File: src/logic/mem_map_pkg.sv
`default_nettype none

package mem_map_pkg;

    localparam int ADDR_WIDTH = 14;
    localparam int DATA_WIDTH = 32;

    typedef logic [ADDR_WIDTH-1:0] addr_t;  // Word address into the RAM
    typedef logic [DATA_WIDTH-1:0] word_t;  // Data word and pointer value

    // Memory map in words
    localparam int    CODE_AREA_SIZE    = 4096;
    localparam word_t PRIV_STACK_TOP    = word_t'(CODE_AREA_SIZE);
    localparam word_t PRIV_STACK_BOTTOM = word_t'(6143);
    localparam word_t USER_STACK_TOP    = PRIV_STACK_BOTTOM + word_t'(1);
    localparam int    DATA_AREA_BASE    = 8192;  // Data area runs to the end of RAM
    localparam word_t USER_STACK_BOTTOM = word_t'(DATA_AREA_BASE - 1);

    localparam word_t SP_EMPTY = '1;  // Marks an empty stack

    // Memory wait before an access commits
    localparam int MEM_WAIT_CYCLES = 2;
    localparam int WAIT_CNT_WIDTH  = $clog2(MEM_WAIT_CYCLES + 1);

    typedef enum logic [2:0] {
        OP_FETCH = 3'd0,
        OP_LOAD  = 3'd1,
        OP_STORE = 3'd2,
        OP_PUSH  = 3'd3,
        OP_POP   = 3'd4
    } mem_op_e;

    typedef enum logic [1:0] {
        ST_IDLE   = 2'd0,
        ST_WAIT   = 2'd1,
        ST_COMMIT = 2'd2,
        ST_DONE   = 2'd3
    } seq_state_e;

endpackage

`default_nettype wire
File: src/logic/pointer_regs.sv
`default_nettype none
`timescale 1ns/100ps

module pointer_regs (
    input  logic               clk,
    input  logic               rst_n,
    input  logic               commit,
    input  logic               priv,
    input  mem_map_pkg::word_t next_pc,
    input  mem_map_pkg::word_t next_sp,
    output mem_map_pkg::word_t cur_pc,
    output mem_map_pkg::word_t cur_sp
);
    import mem_map_pkg::*;

    word_t pc_q;
    word_t priv_sp_q;
    word_t user_sp_q;

    always_ff @(posedge clk) begin
        if (!rst_n) begin
            pc_q      <= '0;
            priv_sp_q <= SP_EMPTY;  // Both stacks start empty
            user_sp_q <= SP_EMPTY;
        end else if (commit) begin
            pc_q <= next_pc;
            if (priv) begin
                priv_sp_q <= next_sp;
            end else begin
                user_sp_q <= next_sp;
            end
        end
    end

    assign cur_pc = pc_q;
    assign cur_sp = priv ? priv_sp_q : user_sp_q;  // Active bank only

    // Each bank stays empty or inside its own region
    a_priv_sp_range: assert property (@(posedge clk) disable iff (!rst_n)
        priv_sp_q == SP_EMPTY ||
        (priv_sp_q >= PRIV_STACK_TOP && priv_sp_q <= PRIV_STACK_BOTTOM))
        else $error("Privileged SP out of region: %0h", priv_sp_q);

    a_user_sp_range: assert property (@(posedge clk) disable iff (!rst_n)
        user_sp_q == SP_EMPTY ||
        (user_sp_q >= USER_STACK_TOP && user_sp_q <= USER_STACK_BOTTOM))
        else $error("User SP out of region: %0h", user_sp_q);

endmodule

`default_nettype wire

File: config.mk
export PLATFORM = sky130hd
export DESIGN_NAME = pointer_regs
export DESIGN_NICKNAME = d
export VERILOG_FILES = /design/src/logic/mem_map_pkg.sv /design/src/logic/pointer_regs.sv
export SDC_FILE = /design/constraint.sdc
export NUM_CORES = 1
export LEC_CHECK = 0
export BUFFER_PORTS_ARGS = -buffer_cell sky130_fd_sc_hd__buf_2
export CAP_MARGIN = 40
export CORE_AREA = 2 2 100 102
export CTS_CLUSTER_DIAMETER = 50
export CTS_CLUSTER_SIZE = 20
export DETAILED_ROUTE_END_ITERATION = 6
export DIE_AREA = 0 0 102 104
export GPL_ROUTABILITY_DRIVEN = 0
export GPL_TIMING_DRIVEN = 0
export PLACE_DENSITY_LB_ADDON = 0.08
export SLEW_MARGIN = 0
export SYNTH_ARGS = -nofsm -noshare
export SYNTH_HDL_FRONTEND = slang
export SYNTH_SLANG_ARGS = --single-unit
export TNS_END_PERCENT = 50
File: constraint.sdc
create_clock -name clk -period 1 [get_ports clk]
set_clock_uncertainty 0.2 [all_clocks]
set_input_delay 0 -clock clk [delete_from_list [all_inputs] [get_ports clk]]
set_output_delay 0 -clock clk [all_outputs]
set_load 0.005 [all_outputs]
# Yosys cells after proc, flatten, opt, wreduce, memory -nomap -nowiden
# Index checks and enable logic that the tools add are counted.
# op_classes
mux	1
bitwise_logic	1
reduce_logical	2
# op_table
op	count
$mux W32	1
$reduce_and A2 Y1	2
$not A1 Y1	1
# word_totals
register_bits	96
in_bits	68
out_inout_bits	64
word_cells	7

# Logic depth before layout (Yosys ltp)
# depth
ltp_word	2
ltp_mapped	6
ltp_nobuf	2

# Worst setup path before layout
# No wires, ideal clock.
# synth_path
path_type	input port to flip-flop
start	input port commit
end	register priv_sp_q[1]
setup_time_ns	0.129
t_arrival_ns	0.637
required_ns	0.671
setup_slack_ns	0.034
cell_stages	6
path_buffers	4
cell_sequence	buf_6 > buf_12 > buf_6 > buf_6 > nand3_1 > o211ai_1
# synth_between
elab_chain_len	1
# synth_lines
element	line	rtl
start: declaration	pointer_regs.sv:7	input logic commit,
$reduce_and A2 Y1 (no line)	n/a	
end signal: assignment	pointer_regs.sv:28	priv_sp_q <= next_sp;
end: declaration	pointer_regs.sv:17	word_t priv_sp_q;
# Every way passes these cells.
# A chain may end at the register's enable or synchronous reset.

# Worst setup path in the final report
# layout_path
start	register priv_sp_q[29]
end	output port cur_sp[29]
# layout_between
elab_chain_len	1
# layout_lines
element	line	rtl
$mux W32	pointer_regs.sv:36	assign cur_sp = priv ? priv_sp_q : user_sp_q;
end: declaration	pointer_regs.sv:12	output mem_map_pkg::word_t cur_sp
# Every way passes these cells.

==> impl_metrics.ini <==
[synthesis]
synth_common_cells = dfxtp_1, inv_1
async_flop_share = 0
synth_flop_cell = dfxtp_1
netlist_instances = 463
synth_top_area_cell = dfxtp_1
syn_nets = 531
synth_warnings = 0
synth.distinct_cells = 20
netlist_area_mm2 = 0.00426
synth-edff-count = 0
yosys-top-cells-area = dfxtp_1, mux2i_1, inv_1, o211ai_1, a31oi_1
synth_top_area_share = 0.451
synth.most_common_cell = dfxtp_1
ys_seq_area_frac = 0.451
syn_avg_cell_area_um2 = 9.21
ys_ff_latch = 96

[timing]
finalCritPeriodShare = 1.28
relSlewSlack = 0.661
setup_viol = 42
fin_hold_ws_ns = -0.213
setup_slack_ns = -0.277
max_freq_mhz = 783
finalHoldViolCount = 20
finalMaxSlewViolations = 0
worstMarginPinSlew_ns = 0.509
rsz0062_at_grt = yes
period_minus_slack_ns = 1.28

[setup_path]
crit_start = priv_sp_q[29]
timing.rr.start = user_sp_q[26]
critPathMaxFanout = 2
rrSetupSlack_ns = -0.03
startpoint_type = flip-flop
cp-endpoint = cur_sp[29]
crit_path_end_kind = output pin
arrival_ns = 1.08
worst-setup-path-type = flip-flop to output pin
critPathRequiredTime_ns = 0.80
reg2reg_to = user_sp_q[26]
r2r_cells = 4

[layout]
final_area_mm2 = 0.00656
drive_above_1_share = 0.504
area_delta_synth_final_pct = 53.9
n_antenna_cell = 0
nets = 770
fin_util = 0.687

[clocking]
h-tree-depth = 3
clk_transition_reported_paths_ns = 0.10
clk-insertion-delay-late_ns = 0.35
cts_tree = yes
numCtsBuffers = 9
cts.sinks = 96
hold_buffers = 64
cts_root_buf = clkbuf_8
clk_path_buf_depth = 2

[run_status]
violations = hold timing, setup timing
status = finished with violations

[route]
drtAntennaViolNets = 0
via_per_inst = 4.99
wl_met1_mm = 5.49
wl_per_cell_um = 15.1
drc = 0
wl_met2_mm = 6.39
drt_iter0_drc = 135
drt_wl_total_mm = 12.7
vias = 4192
detail_route.first_pass.iterations = 4
met3_length_um = 667
routed.top_layer = met4

[global_routing]
grt_pass1_vias = 4196
grt_max_degree = 16
antenna_found_initial = 0
overflow = 0
grt_util_all_layers = 0.238
grt_pass1_wl_mm = 20.4

[placement]
place_hpwl_mm = 7.65
io_buffers = 129
post_dp_cell_area_mm2 = 0.00507

[power_and_ir_drop]
ir_drop_mv = 0.754
p_leak_nw = 3.27
p_per_area_mw_per_mm2 = 1370

[floorplanning]
fp.dieW_um = 102
row_count = 36
die_h_um = 104
start_util = 0.446
die_area_mm2 = 0.0106
io_pins = 132
core_area_mm2 = 0.00955

[hold_path]
hp-class = primary input to flip-flop

[job]
drv_cap = 0
cell families (layout without fill, tap and decap cells):
family	count (synthesis)	count (layout)	synth area share
buf+inv	110	354	0.131
simple gates	129	129	0.200
flops	96	96	0.451
mux	33	33	0.0778
compound gates	95	95	0.140
worst min-delay path by stage:
stage / startpoint / to / slack [ns] / cells after the start
global route: commit / user_sp_q[0] / -0.22 / 3
finish: commit / user_sp_q[0] / -0.21 / 3
floorplan: next_sp[10] / priv_sp_q[10] / -0.03 / 2
CTS: commit / user_sp_q[0] / -0.23 / 3
global placement: next_pc[1] / cur_pc[1] / 0.06 / 3
detailed placement: next_pc[13] / cur_pc[13] / 0.07 / 3
timing repair:
| action | in CTS | in global routing |
|---|---|---|
| gates cloned | 0 | 0 |
| pin swaps | 31 | 18 |
| setup endpoints to repair | 64 | 68 |
| buffers inserted | 21 | 14 |
| resized for setup | 97 | 91 |
| hold endpoints to repair | 96 | 16 |
power by group:
part / total [mW] / internal (mW) / switching, mW / leakage (nW)
clock network: 3.16 / 1.80 / 1.36 / 0.126
logic: 1.67 / 0.914 / 0.751 / 2.36
registers: 4.19 / 4.08 / 0.116 / 0.786
total: 9.02 / 6.79 / 2.23 / 3.27
metal layers:
metal  GRT usage  vias up
li1            -     2077
met1       0.311     1993
met2       0.393      109
met3      0.0538       13
met4      0.0638        0
met5           0        -
area by class of cell:
| type | count | area [µm²] |
|---|---|---|
| Tap cell | 133 | 166 |
| Multi-Input combinational cell | 257 | 1890 |
| Inverter | 64 | 240 |
| Sequential cell | 96 | 2020 |
| Clock buffer | 11 | 151 |
| Buffer | 46 | 353 |
| Fill cell | 813 | 2990 |
| Timing Repair Buffer | 228 | 1640 |
| Clock inverter | 5 | 103 |
through the flow:
stage          TNS, ns  worst slack (ns)  hold slack, ns  power, mW  instances
2_1_floorplan        0            0.0342         -0.0314       4.93        463
3_3_place_gp    -17.66            -0.279          0.0551       5.42        725
3_5_place_dp    -18.91            -0.293          0.0655       5.45        725
4_1_cts          -6.26            -0.295          -0.231       8.93        826
5_1_grt          -8.43            -0.322          -0.218       9.43        840
6_report         -5.32            -0.277          -0.213       9.02        840
registers in the layout, summed over array words and instances, names as in the netlist:
register	cells
user_sp_q	32
priv_sp_q	32
cur_pc	32
worst max-delay path, stage by stage, from the launching register on:
cell	delay, ns
dfxtp_2	0.34
mux2_4	0.26
buf_6	0.12
cell usage in the layout (no fill, tap or decap), types with 6 or more instances in the layout:
master,n
inv_2,28
dfxtp_2,78
dlygate4sd3_1,64
nand2_1,30
nand3_1,32
buf_4,42
buf_2,129
o211ai_1,32
inv_1,36
and4bb_1,9
nor2b_1,32
o21ai_2,16
buf_6,31
a31oi_1,30
clkbuf_8,11
nor4bb_1,13
mux2i_1,32
o21ai_1,15
clkbuf_1,7
dfxtp_1,18
and4bb_2,6
(Power assumes the default switching activity.)
