File: src/logic/mem_map_pkg.sv
`default_nettype none

package mem_map_pkg;

    localparam int ADDR_WIDTH = 14;
    localparam int DATA_WIDTH = 32;

    typedef logic [ADDR_WIDTH-1:0] addr_t;  // Word address into the RAM
    typedef logic [DATA_WIDTH-1:0] word_t;  // Data word and pointer value

    // Memory map in words
    localparam int    CODE_AREA_SIZE    = 4096;
    localparam word_t PRIV_STACK_TOP    = word_t'(CODE_AREA_SIZE);
    localparam word_t PRIV_STACK_BOTTOM = word_t'(6143);
    localparam word_t USER_STACK_TOP    = PRIV_STACK_BOTTOM + word_t'(1);
    localparam int    DATA_AREA_BASE    = 8192;  // Data area runs to the end of RAM
    localparam word_t USER_STACK_BOTTOM = word_t'(DATA_AREA_BASE - 1);

    localparam word_t SP_EMPTY = '1;  // Marks an empty stack

    // Memory wait before an access commits
    localparam int MEM_WAIT_CYCLES = 2;
    localparam int WAIT_CNT_WIDTH  = $clog2(MEM_WAIT_CYCLES + 1);

    typedef enum logic [2:0] {
        OP_FETCH = 3'd0,
        OP_LOAD  = 3'd1,
        OP_STORE = 3'd2,
        OP_PUSH  = 3'd3,
        OP_POP   = 3'd4
    } mem_op_e;

    typedef enum logic [1:0] {
        ST_IDLE   = 2'd0,
        ST_WAIT   = 2'd1,
        ST_COMMIT = 2'd2,
        ST_DONE   = 2'd3
    } seq_state_e;

endpackage

`default_nettype wire
File: src/logic/access_sequencer.sv
`default_nettype none
`timescale 1ns/100ps

module access_sequencer (
    input  logic clk,
    input  logic rst_n,
    input  logic cmd,
    input  logic timer_zero,
    output logic busy,
    output logic timer_load,
    output logic capture,
    output logic commit,
    output logic done
);
    import mem_map_pkg::*;

    seq_state_e state_q;
    seq_state_e state_d;
    logic       accept;

    // A command is taken only while idle
    assign accept = (state_q == ST_IDLE) && cmd;

    always_comb begin
        state_d = state_q;
        case (state_q)
            ST_IDLE: begin
                if (cmd) begin
                    state_d = ST_WAIT;
                end
            end
            ST_WAIT: begin
                if (timer_zero) begin
                    state_d = ST_COMMIT;  // Memory wait is over
                end
            end
            ST_COMMIT: begin
                state_d = ST_DONE;
            end
            ST_DONE: begin
                state_d = ST_IDLE;
            end
            default: begin
                state_d = ST_IDLE;
            end
        endcase
    end

    always_ff @(posedge clk) begin
        if (!rst_n) begin
            state_q <= ST_IDLE;
        end else begin
            state_q <= state_d;
        end
    end

    assign busy       = (state_q != ST_IDLE);
    assign capture    = accept;  // Latch op, addr, wdata and priv
    assign timer_load = accept;  // Start the wait with the command
    assign commit     = (state_q == ST_COMMIT);
    assign done       = (state_q == ST_DONE);

    // Done never lasts more than one cycle
    a_done_pulse: assert property (@(posedge clk) disable iff (!rst_n)
        done |=> !done)
        else $error("done held longer than one cycle");

    // Commit only once the memory wait has run out
    a_commit_order: assert property (@(posedge clk) disable iff (!rst_n)
        commit |-> timer_zero)
        else $error("commit before the wait timer expired");

    // The full access takes the fixed latency, done is sampled one edge after it rises
    a_latency: assert property (@(posedge clk) disable iff (!rst_n)
        accept |-> ##(MEM_WAIT_CYCLES + 3) done)
        else $error("done missed its slot after acceptance");

endmodule

`default_nettype wire

File: config.mk
export PLATFORM = sky130hd
export DESIGN_NAME = access_sequencer
export DESIGN_NICKNAME = d
export VERILOG_FILES = /design/src/logic/mem_map_pkg.sv /design/src/logic/access_sequencer.sv
export SDC_FILE = /design/constraint.sdc
export NUM_CORES = 1
export LEC_CHECK = 0
export BUFFER_PORTS_ARGS = -buffer_cell sky130_fd_sc_hd__buf_4
export CORE_AREA = 2 2 39 41
export DETAILED_ROUTE_END_ITERATION = 10
export DIE_AREA = 0 0 41 43
export GPL_TIMING_DRIVEN = 0
export PLACE_DENSITY = 0.3
export SYNTH_ARGS = -nofsm -noshare
export SYNTH_HDL_FRONTEND = slang
export SYNTH_SLANG_ARGS = --single-unit
File: constraint.sdc
create_clock -name clk -period 1.4 [get_ports clk]
set_clock_uncertainty 0.2 [all_clocks]
set_input_delay 0.14 -clock clk [delete_from_list [all_inputs] [get_ports clk]]
set_output_delay 0.14 -clock clk [all_outputs]
set_load 0.05 [all_outputs]
Yosys cells after proc, flatten, opt, wreduce, memory -nomap -nowiden
Index checks and enable logic that the tools add are counted.
{"block": "op_classes", "muxes": 3, "n_eq_ne": 5, "n_reduce_logical": 4}
{"cell": "$pmux W2 S4", "n": 1}
{"cell": "$eq A2 B2 Y1 const B", "n": 2}
{"cell": "$mux W2", "n": 2}
{"cell": "$ne A2 B2 Y1 const B", "n": 2}
{"cell": "$eq A2 B1 Y1 const B", "n": 1}
{"cell": "$logic_not A2 Y1", "n": 1}
{"cell": "$reduce_and A2 Y1", "n": 1}
{"cell": "$reduce_bool A2 Y1", "n": 1}
{"cell": "$logic_and A1 B1 Y1", "n": 1}
{"block": "totals", "register_bits": 2, "elab_cells": 13, "input_bits": 4, "output_inout_bits": 5}

Logic depth before layout (Yosys ltp)
Gate-level depths: netlist (run 1).
{"block": "logic_depth", "depth_word": 3, "mapped_depth": 5, "ltp_nobuf": 5}

Worst setup path before layout (run 1)
OpenSTA, ideal clock, no wires.
{"block": "synth_path", "path_kind": "reg2out", "startpoint": "register state_q[0]", "endpoint": "output timer_load", "arrival_time_ns": 1.289, "slack_ns": -0.229, "n_path_buf": 1, "path_stages_with_launch": 5, "required_ns": 1.060, "cell_sequence": "dfxtp_1 > inv_1 > ha_1 > and2_1 > buf_4"}
{"block": "synth_between", "elab_chain_len": 2}
{"element": "start: declaration", "line_no": "access_sequencer.sv:17", "text": "seq_state_e state_q;"}
{"element": "start signal: assignment", "line_no": "access_sequencer.sv:53", "text": "state_q <= state_d;"}
{"element": "$logic_not A2 Y1", "line_no": "access_sequencer.sv:22", "text": "assign accept = (state_q == ST_IDLE) && cmd;"}
{"element": "$logic_and A1 B1 Y1", "line_no": "access_sequencer.sv:22"}
{"element": "end: declaration", "line_no": "access_sequencer.sv:10", "text": "output logic timer_load,"}
No other way between the ends.

Worst setup path after layout (run 1)
Same ends and word-level chain as after synthesis.

==> results of run 1 <==
how the worst max path moves through the flow:
stage / cells after the start / slack [ns] / to
detailed placement: 5 / 0.01 / timer_load
finish: 5 / -0.08 / timer_load
global placement: 5 / 0.01 / timer_load
floorplan: 5 / -0.07 / state_q[0]
CTS: 5 / -0.1 / timer_load
global route: 5 / -0.12 / timer_load
cell families (layout without fill, tap and decap cells):
kind of cell / after synthesis / count (layout) / share of synthesized area [%]
and+or+nand+nor: 4 / 4 / 9.724
buffers and inverters: 5 / 21 / 12.50
DFF: 2 / 2 / 22.22
adders and majority gates: 5 / 5 / 34.72
muxes: 2 / 2 / 11.11
AOI/OAI and AO/OA: 2 / 2 / 9.718
placed cells by master (no fill, tap or decap), types with 2 or more instances in the layout:
| cell | Yosys | final |
|---|---|---|
| buf_4 | 1 | 8 |
| buf_8 | 0 | 4 |
| nand2_1 | 3 | 3 |
| ha_4 | 0 | 3 |
| clkbuf_4 | 0 | 3 |
| inv_4 | 0 | 2 |
| mux2i_1 | 2 | 2 |
| ha_1 | 5 | 2 |
stage by stage:
step                instances  utilization [%]  area, um2  setup slack [ns]  hold slack (ns)
finish                     52            30.20      417.9          -0.08127          0.05227
global route               52            30.20      417.9           -0.1211          0.04058
CTS                        51            27.22      376.6          -0.09941          0.04126
detailed placement         44            20.80      287.8           0.01028           0.2294
global placement           44            20.80      287.8          0.009974           0.2285
floorplan                  20                -      207.7          -0.07080          0.07785
per-layer routing:
metal  share of wire (%)  up-vias  GRT usage (%)
met5                   0        -              0
met3                 7.2        0          4.712
met2                  54        7          7.500
met4                   0        0          4.000
li1                    -       96              -
met1                  39       86          7.029
final cells by class:
| type | instances | area (um2) | area share (%) |
|---|---|---|---|
| multi-input combinational | 13 | 165.2 | 39.52 |
| timing repair buffer | 13 | 130.1 | 31.14 |
| sequential | 2 | 45.04 | 10.78 |
| inverter | 4 | 23.77 | 5.689 |
| clock buffer | 3 | 22.52 | 5.389 |
| tap | 16 | 20.02 | 4.790 |
| buffer | 1 | 11.26 | 2.695 |
repair_timing:
action                                  CTS  global route
setup buffers                             3             1
endpoints found under the setup margin    3             6
pin swaps                                 1             3
hold endpoints to repair                  2             0
gates resized for setup                  11             6
hold buffers                              1             0
synth_stat cells:
cell	n	area share (%)
and2_1	1	3.5
buf_4	1	4.2
dfxtp_1	2	22
ha_1	5	35
inv_1	4	8.3
mux2i_1	2	11
nand2_1	3	6.2
o21ai_0	1	2.8
o22ai_2	1	6.9
critical path: cells and delay by family (launching register included):
kind          cells  cell delay (ns)
flops             1             0.35
simple gates      1             0.14
fa+ha+maj         1             0.15
buf+inv           3             0.29
power by group:
group	internal, W	switching, W	leakage [nW]	total, W
sequential	0.0000942	0.0000270	0.0175	0.000121
combinational	0.000385	0.000457	0.146	0.000842
clock	0.0000944	0.0000303	0.0138	0.000125
total	0.000573	0.000514	0.178	0.00109
==> metrics, run 1 <==
Hold Path Class=in -> reg; status=finished, violations left; final setup vio count=2; worst-path cell chain=inv_4, ha_4, and2_4, buf_6, buf_8; gr usage total=6.112%; diode count=0; startpoint types=flop; # rows=14; post-route setup slack=-0.08127 ns; CP arrival=1.14 ns; FF-to-FF setup slack=0.06 ns; R2R depth=5; CP Launch Point=state_q[0]; yosys warns=0; Worst Hold End=state_q[0]; Pwr Density=2602 nW/um2; gr ovfl total=0; Filler cells=150; max FFs per register=2; layout cells sized above 1=72.22%; peak supply drop=0.0007859 V; wire per inst=8.846 um; max incr delay on CP=0.35 ns; # DRC=0; initial DRC count=4; worst skew pair latency=0.22 ns; Gate Count Post-Synth=20; RePlAce Congestion=0.6654; DR vias=189; crit end category=output pin; Top Registers=state_q: 2 flops; max_slew headroom=87.86%; max-cap violations=0; Seq cells post-synth=2; CTS Buffer Depth=2; largest net degree at the start of global routing=5; final hold vios=0; Tmin final=1.481 ns; Die Area=1763 um2; DP Wirelength=317.9 um; RSZ-0062 raised after global routing=true; kind of critical path=reg -> out; initial antenna violation count=0; CTS sink count=2; vias in the first global route=167; failing checks=setup timing; Seq/Total Area, Yosys=22.22%; first-pass GRT wire length=669 um; Critical Path RT=1.06 ns; min-delay src=cmd; TritonCTS clock tree=done; nets=47; syn nets=29; post-synth cell types=9; Port Buffer Count=8; WHS Path Cells=3; Worst Max-Slew Pin Slew=0.1802 ns; R2R Path Start=state_q[0]; Die Wd=41 um; Antenna Violating Nets Remaining=0; Reg-to-Reg End=state_q[0]; setup TNS=-0.1002 ns; CTS buffer count=3; Slew Limit Fails=0; Overall Power=0.001088 W; Via density=3.635; Worst-path clk slew=0.03 ns; Max Freq=675.1 MHz; mean area per synthesized cell=9.009 um2; Leakage Power=0.1777 nW; die height=43 um; IO Count=9; crit share post-route=105.8%; Root Driver=clkbuf_4; Biggest register=state_q; DR pass1 iterations=2; Synth-to-Final Area Change=131.9%; Synth Cell Area=180.2 um2; Worst Path Max Fanout=2; final WL=460 um; Core Area=1384 um2; CTS HTree Levels=1; CP max stage cell=dfxtp_4; Starting Density=13.02%
Note: power is estimated with default switching activity, not from simulation.
==> run 2: changes to the inputs <==
==> constraint.sdc (replaced) <==
create_clock -name clk -period 1.3 [get_ports clk]
set_clock_uncertainty 0.2 [all_clocks]
set_input_delay 0.13 -clock clk [delete_from_list [all_inputs] [get_ports clk]]
set_output_delay 0.13 -clock clk [all_outputs]
set_load 0.05 [all_outputs]
==> metrics, run 2 (synthesis results as in run 1) <==
max FFs per register=2; crit end category=output pin; CP arrival=1.15 ns; # rows=14; startpoint types=flop; Max Freq=677.3 MHz; die height=43 um; placed insts=44; Worst Max-Slew Pin Slew=0.1812 ns; FF-to-FF setup slack=-0.14 ns; layout cells sized above 1=77.78%; Worst-path clk slew=0.03 ns; Slew Limit Fails=0; Root Driver=clkbuf_4; Starting Density=13.02%; final WL=457 um; Tmin final=1.476 ns; Die Area=1763 um2; Critical Path RT=0.97 ns; gr usage total=6.313%; RSZ-0062 raised after global routing=true; crit share post-route=113.6%; CTS HTree Levels=1; largest net degree at the start of global routing=5; most common cell after layout, fill and taps aside=buf_4; Hold Path Class=in -> reg; max-cap violations=0; Worst Path Max Fanout=2; Core Area=1384 um2; TritonCTS clock tree=done; Via density=3.538; R2R depth=6; pre-CTS setup slack=-0.07972 ns; commonest cells after routing, fill and taps aside=buf_4, buf_8; final setup vio count=7; failing checks=setup timing; kind of critical path=reg -> out; max_slew headroom=87.79%; final non-filler cell total=52; Die Wd=41 um; first-pass GRT wire length=683 um; Synth-to-Final Area Change=137.5%; Reg-to-Reg End=state_q[0]; R2R Path Start=state_q[0]; diode count=0; # DRC=0; Worst Hold End=state_q[0]; vias in the first global route=167; Biggest register=state_q; nets=47; wire per inst=8.788 um; RePlAce Congestion=0.6654; final hold vios=0; CTS Buffer Depth=2; post-route setup slack=-0.1764 ns; WHS Path Cells=3; DP Wirelength=317.9 um; Pwr Density=2787 nW/um2; CTS buffer count=3; min-delay src=timer_zero; Overall Power=0.001192 W; Antenna Violating Nets Remaining=0; initial DRC count=4; DR pass1 iterations=2; gr ovfl total=0; status=finished, violations left; worst hold slack=0.03646 ns; DR vias=184; worst skew pair latency=0.22 ns; IO Count=9; initial antenna violation count=0; peak supply drop=0.0007596 V; Top Registers=state_q: 2 flops; CTS sink count=2; Port Buffer Count=8; Leakage Power=0.1795 nW
-- run 2: cell counts in the layout (fill, tap and decap cells not counted) --
Identical to the previous run, type by type.
-- run 2: worst max path at each step --
stage / start / end / slack [ns] / cells past startpoint
final: state_q[0] / timer_load / -0.18 / 5
after global routing: state_q[1] / timer_load / -0.22 / 5
after CTS: state_q[0] / timer_load / -0.19 / 5
after detailed placement: state_q[0] / timer_load / -0.08 / 5
after global placement: state_q[0] / timer_load / -0.08 / 5
after floorplan: state_q[1] / state_q[0] / -0.17 / 5
-- run 2: cell type report --
class                           count  area (um2)
Fill cell                         148       955.9
Sequential cell                     2       45.04
Buffer                              1       11.26
Inverter                            4       23.77
Timing Repair Buffer               13       137.6
Multi-Input combinational cell     13       167.7
Clock buffer                        3       22.52
Tap cell                           16       20.02
-- run 2: repair_timing --
action                                  CTS  global route
pin swaps                                 3             2
hold buffers                              1             0
endpoints found under the setup margin    6             7
buffers inserted                          3             1
resized for setup                        13             8
endpoints found under the hold margin     2             0
-- run 2: report_power, final --
part           switching, W  total, W  leakage [nW]  internal (W)
Clock             0.0000326  0.000134        0.0138      0.000102
Combinational      0.000498  0.000928         0.148      0.000430
Sequential        0.0000289  0.000130        0.0175      0.000101
-- run 2: routing by layer --
layer  wire length, um  up-vias  GRT usage, %  share of wire, %
li1                  -       97             -                 -
met1               186       80         7.348                41
met2               237        7         7.813                52
met3                33        0         4.712               7.2
met4                 0        0         4.000                 0
met5                 0        -             0                 0
-- run 2: critical path: stages, from the launching register on --
cell and delay (ns):
dfxtp_4 0.35, inv_4 0.04, ha_4 0.15, and2_4 0.14, buf_6 0.11, buf_8 0.14
-- run 2: through the flow --
stage | utilization [%] | cell area [um2] | setup TNS [ns]
2_1_floorplan | - | 207.7 | -0.4669
4_1_cts | 28.21 | 390.4 | -0.6403
3_5_place_dp | 20.80 | 287.8 | -0.1252
6_report | 30.92 | 427.9 | -0.8088
5_1_grt | 30.92 | 427.9 | -1.106
3_3_place_gp | 20.80 | 287.8 | -0.08582
