File: src/logic/mem_map_pkg.sv
`default_nettype none

package mem_map_pkg;

    localparam int ADDR_WIDTH = 14;
    localparam int DATA_WIDTH = 32;

    typedef logic [ADDR_WIDTH-1:0] addr_t;  // Word address into the RAM
    typedef logic [DATA_WIDTH-1:0] word_t;  // Data word and pointer value

    // Memory map in words
    localparam int    CODE_AREA_SIZE    = 4096;
    localparam word_t PRIV_STACK_TOP    = word_t'(CODE_AREA_SIZE);
    localparam word_t PRIV_STACK_BOTTOM = word_t'(6143);
    localparam word_t USER_STACK_TOP    = PRIV_STACK_BOTTOM + word_t'(1);
    localparam int    DATA_AREA_BASE    = 8192;  // Data area runs to the end of RAM
    localparam word_t USER_STACK_BOTTOM = word_t'(DATA_AREA_BASE - 1);

    localparam word_t SP_EMPTY = '1;  // Marks an empty stack

    // Memory wait before an access commits
    localparam int MEM_WAIT_CYCLES = 2;
    localparam int WAIT_CNT_WIDTH  = $clog2(MEM_WAIT_CYCLES + 1);

    typedef enum logic [2:0] {
        OP_FETCH = 3'd0,
        OP_LOAD  = 3'd1,
        OP_STORE = 3'd2,
        OP_PUSH  = 3'd3,
        OP_POP   = 3'd4
    } mem_op_e;

    typedef enum logic [1:0] {
        ST_IDLE   = 2'd0,
        ST_WAIT   = 2'd1,
        ST_COMMIT = 2'd2,
        ST_DONE   = 2'd3
    } seq_state_e;

endpackage

`default_nettype wire
File: src/logic/address_handler.sv
`default_nettype none
`timescale 1ns/100ps

module address_handler (
    input  mem_map_pkg::mem_op_e op,
    input  mem_map_pkg::addr_t   addr,
    input  mem_map_pkg::word_t   cur_pc,
    input  mem_map_pkg::word_t   cur_sp,
    input  logic                 priv,
    output mem_map_pkg::addr_t   mem_addr,
    output mem_map_pkg::word_t   next_pc,
    output mem_map_pkg::word_t   next_sp,
    output logic                 stack_fault
);
    import mem_map_pkg::*;

    word_t bank_top;
    word_t bank_bottom;
    word_t sp_dec;
    word_t sp_inc;
    logic  sp_empty;

    // Bank limits follow the privilege level
    assign bank_top    = priv ? PRIV_STACK_TOP : USER_STACK_TOP;
    assign bank_bottom = priv ? PRIV_STACK_BOTTOM : USER_STACK_BOTTOM;

    assign sp_empty = (cur_sp == SP_EMPTY);
    assign sp_dec   = cur_sp - word_t'(1);  // Stack grows toward the top
    assign sp_inc   = cur_sp + word_t'(1);

    // PC only moves on fetch
    assign next_pc = (op == OP_FETCH) ? cur_pc + word_t'(1) : cur_pc;

    always_comb begin
        mem_addr    = addr;
        next_sp     = cur_sp;
        stack_fault = 1'b0;
        case (op)
            OP_FETCH: begin
                mem_addr = cur_pc[ADDR_WIDTH-1:0];
            end
            OP_LOAD, OP_STORE: begin
                mem_addr = addr;  // Plain data access
            end
            OP_PUSH: begin
                if (sp_empty) begin
                    next_sp  = bank_bottom;  // First entry sits at the bottom
                    mem_addr = bank_bottom[ADDR_WIDTH-1:0];
                end else if (cur_sp > bank_top) begin
                    next_sp  = sp_dec;
                    mem_addr = sp_dec[ADDR_WIDTH-1:0];
                end else begin
                    stack_fault = 1'b1;  // Bank full
                    mem_addr    = cur_sp[ADDR_WIDTH-1:0];
                end
            end
            OP_POP: begin
                mem_addr = cur_sp[ADDR_WIDTH-1:0];
                if (sp_empty) begin
                    stack_fault = 1'b1;  // Nothing to pop
                end else if (cur_sp == bank_bottom) begin
                    next_sp = SP_EMPTY;  // Last entry leaves
                end else begin
                    next_sp = sp_inc;
                end
            end
            default: begin
                mem_addr = addr;
            end
        endcase
    end

    // A legal stack access stays in the bank chosen by priv
    always_comb begin
        if ((op == OP_PUSH || op == OP_POP) && !stack_fault) begin
            a_stack_in_bank: assert final (word_t'(mem_addr) >= bank_top &&
                                           word_t'(mem_addr) <= bank_bottom)
                else $error("Stack access at %0d outside bank %0d..%0d",
                            mem_addr, bank_top, bank_bottom);
        end
    end

endmodule

`default_nettype wire

File: config.mk
export PLATFORM = sky130hd
export DESIGN_NAME = address_handler
export DESIGN_NICKNAME = d
export VERILOG_FILES = /design/src/logic/mem_map_pkg.sv /design/src/logic/address_handler.sv
export SDC_FILE = /design/constraint.sdc
export NUM_CORES = 1
export LEC_CHECK = 0
export ABC_AREA = 1
export BUFFER_PORTS_ARGS = -buffer_cell sky130_fd_sc_hd__buf_2
export CAP_MARGIN = 30
export CORE_ASPECT_RATIO = 0.6
export CORE_UTILIZATION = 53
export DETAILED_ROUTE_END_ITERATION = 8
export GPL_ROUTABILITY_DRIVEN = 0
export PLACE_DENSITY = 0.89
export SYNTH_ARGS = -nofsm -noshare
export SYNTH_HDL_FRONTEND = slang
export SYNTH_SLANG_ARGS = --single-unit
export TNS_END_PERCENT = 10
File: constraint.sdc
create_clock -name vclk -period 1.9
set_clock_uncertainty 0.15 [all_clocks]
set_input_delay 0.095 -clock vclk [all_inputs]
set_output_delay 0.095 -clock vclk [all_outputs]
set_load 0.005 [all_outputs]
**Yosys cells after proc, flatten, opt, wreduce, memory -nomap -nowiden**

Index checks and enable logic that the tools add are counted.

- Mux-type cells: 15
- Add/sub/neg operators: 3
- Reductions and logical operators: 1
- $lt $le $gt $ge: 1
- Equal/unequal tests: 4

Operator list:

| operator | number |
|---|---|
| 2-to-1 mux 32 bit | 5 |
| adder 32 x 1 -> 32 bit (second input constant) | 2 |
| case mux 32 bit (2 select lines) | 1 |
| case mux 14 bit (3 select lines) | 1 |
| equality test 32 x 13 -> 1 bit | 1 |
| equality test 32 bit (second input constant) | 1 |
| greater-than comparator 32 x 13 -> 1 bit | 1 |
| subtractor 32 x 1 -> 32 bit (second input constant) | 1 |
| 2-to-1 mux 14 bit | 2 |
| 2-to-1 mux 12 bit | 2 |
| equality test 3 x 2 -> 1 bit (second input constant) | 1 |
| equality test 3 bit (second input constant) | 1 |
| logical NOT 3 bit | 1 |
| 2-to-1 mux 1 bit | 3 |
| case mux 1 bit (2 select lines) | 1 |

- Flip-flop bits (word level): 0
- Logic and storage cells: 24
- Input port bits: 82
- Output and inout port bits: 79

**Longest topological paths before layout**

Gate-level depths: netlist of run 1.

- Depth in word-level cells: 5
- Depth in mapped cells: 13
- Mapped depth without buffers: 12

**Least setup slack after synthesis of run 1**

No wires, ideal clock.

- Path kind: input port to output port
- Start: input cur_sp[1]
- End: output mem_addr[12]
- Arrival time: 1.385 ns
- Cell stages on the path: 13
- Setup slack: 0.270 ns
- Buffers on the path: 2
- Required time: 1.655 ns
- Cell sequence: buf_2 > inv_1 > ha_1 > nand2_2 > nor2_4 > nand2_2 > nand2_4 > nand2_4 > buf_6 > nand2_1 > o21ai_2 > nand2_1 > nand4_1

- Cells in the longest elaborated chain, start to end: 4
- Elaborated cells between the ends (all ways): 6
- Those cells by class: add/sub: 1; order compare: 1; eq/ne: 1; mux: 3

RTL lines:

| what | line | source |
|---|---|---|
| start: declaration | address_handler.sv:8 | `input mem_map_pkg::word_t cur_sp,` |
| subtractor 32 x 1 -> 32 bit / greater-than comparator 32 x 13 -> 1 bit (equally long branches) | address_handler.sv:28, address_handler.sv:49 |  |
| 2-to-1 mux 14 bit | address_handler.sv:49 | `end else if (cur_sp > bank_top) begin` |
| 2-to-1 mux 14 bit (*) | address_handler.sv:46 | `if (sp_empty) begin` |
| case mux 14 bit (3 select lines) (*) | address_handler.sv:38 | `case (op)` |
| end: declaration | address_handler.sv:10 | `output mem_map_pkg::addr_t mem_addr,` |

Every way passes the cells marked *; elsewhere a longest branch is shown, timed or not.

**Worst setup path in the final report of run 1**

- Start: input cur_sp[4]
- End: output mem_addr[11]

Same word-level chain as after synthesis.

==> run metrics, run 1 <==
area of the multi-input gates 3940 µm²; Worst-Margin Slew 0.683 ns; most frequent cells in the layout nand2_1, buf_2, nor2_1, nand3_1, buf_4; hold endpoint next_pc[31]; fmax 0.520 GHz; WL met2 7280 µm; Syn Inst Count 902; full die area 8710 µm²; Area contributors post-synth nand2_1, nor2_1, nand3_1; Post-Place Cells 1190; worst hold stages 3; Hold Fails Final Rpt 0; GRT Total Usage 41.0%; power per cell area 182 nW/µm²; cell area after synthesis 4410 µm²; routed length on met1 7320 µm; Vias 7146; critical path type in -> out; P&R area growth vs syn 31.6%; Synth Area in Compound Gates 5.73%; fin util 72.8%; Static Leak 2.93 nW; NumNets Final 1174; max-slew violations 0; post-DP HPWL 15800 µm; TNS Setup -0.0423 ns; antenna fix cells 0; pre-CTS setup slack -0.0380 ns; num ports 161; largest family of logic cells by synthesized area simple AND/OR/NAND/NOR gates; maxcap violations 0; Post-CTS Hold Buffers 0; Slew HR 54.4%; layout cell share with drive strength beyond 1 28.6%; CLK BUF 0; violation count after the first detailed-route iteration 1197; cell row count 25; crit end category output port; Pwr Total 1.06 mW; Setup WS post-layout -0.0214 ns; Adder-Cell Fraction of Synth Area 1.42%; DRC violation count after routing 0; DRT antenna net count 0; Core Area 7980 µm²; final instance area 5810 µm²; DIE HEIGHT 72.7 µm; Ys Warns 0; non-filler cells, final 1193; 1st-pass router iterations 7; Data arrival, critical path 1.68 ns; mux contribution to synthesized area 0%; fillers 696; vias in the first global route 5920; Fin Hold WS 0.307 ns; first-pass GRT wire length 28700 µm; post-synthesis cell type count 38; num sequential 0; # port buffers 161; worst vdd ir 122 µV; Die W 120 µm; minimum clock period 1.92 ns; Mapped Avg Cell Area 4.89 µm²; Yosys top cell area share 28.8%; WL met3 4140 µm; largest net degree at the start of global routing 32; remaining global-route overflow 0; Hold Startpoint cur_pc[31]; register area 0 µm²; total routed wirelength 19400 µm; Syn Nets 989; Cell Area, Placed 5640 µm²; initial antenna violation count 0; XOR/XNOR share of the synthesized area 10.7%; critical-path maximum fanout 8; Min-Delay Path Class in -> out; highest routed layer met4; # setup viols final 4; failing checks setup timing; largest area contributor in the netlist nand2_1; initial core utilization 55.3%; DR vias/cell 5.99; startpoint types input port; RSZ-0062 raised after global routing yes; CP required 1.65 ns; period utilization 101%; wire per inst 16.2 µm; post-synthesis sequential area ratio 0%; most common cell after layout, fill and taps aside nand2_1; run status finished with violations; simple-gate share of the synthesized area 68.6%
==> per-layer routing <==
metal / up-vias / GRT usage (%)
li1: 3266 / -
met5: - / 0
met2: 701 / 58.0
met1: 3063 / 58.6
met4: 0 / 8.06
met3: 116 / 15.0
==> cells in the mapped netlist (6+ instances only) <==
master,n
buf_6,9
a21oi_1,7
xnor2_1,11
inv_2,6
clkbuf_1,8
buf_2,27
nand4_1,51
inv_1,65
buf_4,7
nor2_1,133
xor2_1,43
nand2_1,339
nor2_2,16
nand3_1,93
o21ai_0,15
o21ai_2,6
nor3_1,19
nand3b_1,8
==> critical path: stages <==
cell      delay (ns)
buf_2           0.24
nand2_1         0.15
nor2_4          0.16
nand2_4         0.11
nor2_2          0.14
nand3_2         0.12
nand2_2         0.10
buf_4           0.11
o21ai_1         0.09
nand3_1         0.13
nand3b_1        0.09
buf_2           0.13
==> worst max-delay path by stage <==
stage / from / endpoint / cells past startpoint
2_1_floorplan: cur_sp[1] / mem_addr[12] / 13
3_3_place_gp: op[2] / mem_addr[0] / 9
3_5_place_dp: op[2] / mem_addr[2] / 9
4_1_cts: cur_sp[11] / next_sp[1] / 14
5_1_grt: cur_sp[4] / next_sp[24] / 12
6_report: cur_sp[4] / mem_addr[11] / 12
==> power by group <==
part	switching (mW)	internal, mW
registers	0	0
logic	0.636	0.420
clock network	0	0
total	0.636	0.420
==> cells by family (layout without fill, tap and decap cells) <==
family,after synthesis,in the layout
fa+ha+maj,5,5
buf+inv,125,308
compound gates,39,39
simple gates,679,679
xor+xnor,54,54
==> what timing repair did <==
item / 4_1_cts / 5_1_grt
setup endpoints to repair: 4 / 57
buffers inserted: 0 / 1
pin swaps: 0 / 4
resized for setup: 1 / 38
gates cloned: 0 / 2
==> area by class of cell <==
type                       instances  share of cell area, %
inverter                          72                   4.68
timing repair buffer             236                   25.2
tap                              108                   2.33
multi-input combinational        777                   67.8
Power figures use the tool's default switching activity.
==> run 2: changes to the inputs <==
--- a/config.mk
+++ b/config.mk
@@ -8,8 +8,10 @@
 export ABC_AREA = 1
 export BUFFER_PORTS_ARGS = -buffer_cell sky130_fd_sc_hd__buf_2
 export CAP_MARGIN = 30
+export CELL_PAD_IN_SITES_DETAIL_PLACEMENT = 0
+export CELL_PAD_IN_SITES_GLOBAL_PLACEMENT = 1
 export CORE_ASPECT_RATIO = 0.6
-export CORE_UTILIZATION = 53
+export CORE_UTILIZATION = 33
 export DETAILED_ROUTE_END_ITERATION = 8
 export GPL_ROUTABILITY_DRIVEN = 0
 export PLACE_DENSITY = 0.89
==> run 2 against run 1 <==
  * The run still ends with setup timing left
  * Highest routed layer unchanged
  * Largest cell class unchanged
  * Core utilization fell by 22 points
  * Via count fell by 2.2%
  * Fmax fell by 0.43%
  * Sequential cell count did not move
  * Largest power group unchanged
  * Critical path depth rose by 1
  * Critical endpoint is now next_sp[9]
  * Combinational power rose by 11%
  * Power rose by 12%
  * First-iteration DRC count fell by 33%
  * Die area rose by 59%
  * Critical path type unchanged
==> run metrics, run 2 (synthesis gave the netlist of run 1 again) <==
critical-path maximum fanout 7; CP bufs+invs 6; remaining global-route overflow 0; worst vdd ir 116 µV; GRT Total Usage 30.0%; TNS Setup -0.0470 ns; DRC violation count after routing 0; violation count after the first detailed-route iteration 802; Worst-Margin Slew 0.398 ns; crit path cell chain buf_2 > nand2_1 > nor2_4 > nand2_4 > buf_6 > inv_2 > nand4_1 > buf_6 > buf_8 > nand4_1 > nand2_1 > o211ai_1 > buf_2; RSZ-0062 raised after global routing yes; Setup WS post-layout -0.0298 ns; most common cell after layout, fill and taps aside nand2_1; CP top delay family buffers and inverters; crit end category output port; most frequent cells in the layout nand2_1, buf_2, buf_4, nor2_1, nand3_1; NumNets Final 1229; startpoint types input port; # setup viols final 2; Hold Fails Final Rpt 0; Min-Delay Path Class in -> out; Cell Area, Placed 6080 µm²; initial core utilization 34.1%; slowest cell on the critical path buf_2; full die area 13900 µm²; non-filler cells, final 1310; failing checks setup timing; 1st-pass router iterations 5; Data arrival, critical path 1.68 ns; Vias 6990; antenna fix cells 0; Static Leak 3.27 nW; DR vias/cell 5.34; num ports 161; total routed wirelength 21900 µm; power per cell area 180 nW/µm²; fmax 0.518 GHz; max-slew violations 0; layout cell share with drive strength beyond 1 35.3%; Post-Place Cells 1298; post-DP HPWL 18100 µm; CP startpoint cur_sp[7]; DIE HEIGHT 91.6 µm; Pwr Total 1.18 mW; cell row count 32; Post-CTS Hold Buffers 0; run status finished with violations; Core Area 12900 µm²; Slew HR 73.3%; Die W 151 µm; CP required 1.65 ns; # port buffers 161; register area 0 µm²; initial antenna violation count 0; pre-CTS setup slack -0.101 ns; wire per inst 16.7 µm; num sequential 0; final instance area 6570 µm²; CLK BUF 0; minimum clock period 1.93 ns; period utilization 102%; critical path type in -> out; vias in the first global route 5948; Hold Startpoint cur_pc[31]; DRT antenna net count 0; fin util 50.8%; CP peak stage delay 0.19 ns; first-pass GRT wire length 32100 µm; maxcap violations 0; Fin Hold WS 0.297 ns; P&R area growth vs syn 48.8%; largest net degree at the start of global routing 24
==> run 2: path summary, 6_finish.rpt <==
check | to | cells after the start | slack [ns]
setup / recovery | next_sp[9] | 13 | -0.03
hold / removal | next_pc[31] | 3 | 0.30
==> run 2: area by class of cell <==
type / instances / area, µm²
Fill cell: 1362 / 6360
Inverter: 72 / 280
Multi-Input combinational cell: 777 / 4110
Tap cell: 170 / 213
Timing Repair Buffer: 291 / 1970
==> run 2: power breakdown <==
part	internal [mW]	switching (mW)	total (mW)
registers	0	0	0
logic	0.493	0.688	1.18
clock network	0	0	0
total	0.493	0.688	1.18
==> run 2: what timing repair did <==
action | in CTS | in global routing
cloned | 1 | 2
pin swaps | 11 | 18
gates resized for setup | 18 | 85
setup buffers | 4 | 5
endpoints found under the setup margin | 39 | 53
==> run 2: per-layer routing <==
metal	share of wire (%)	wire, µm	track usage (%)
met1	47	10300	49.9
met2	36	7980	37.7
met5	0	0	0
met4	0.85	187	1.83
met3	16	3460	7.39
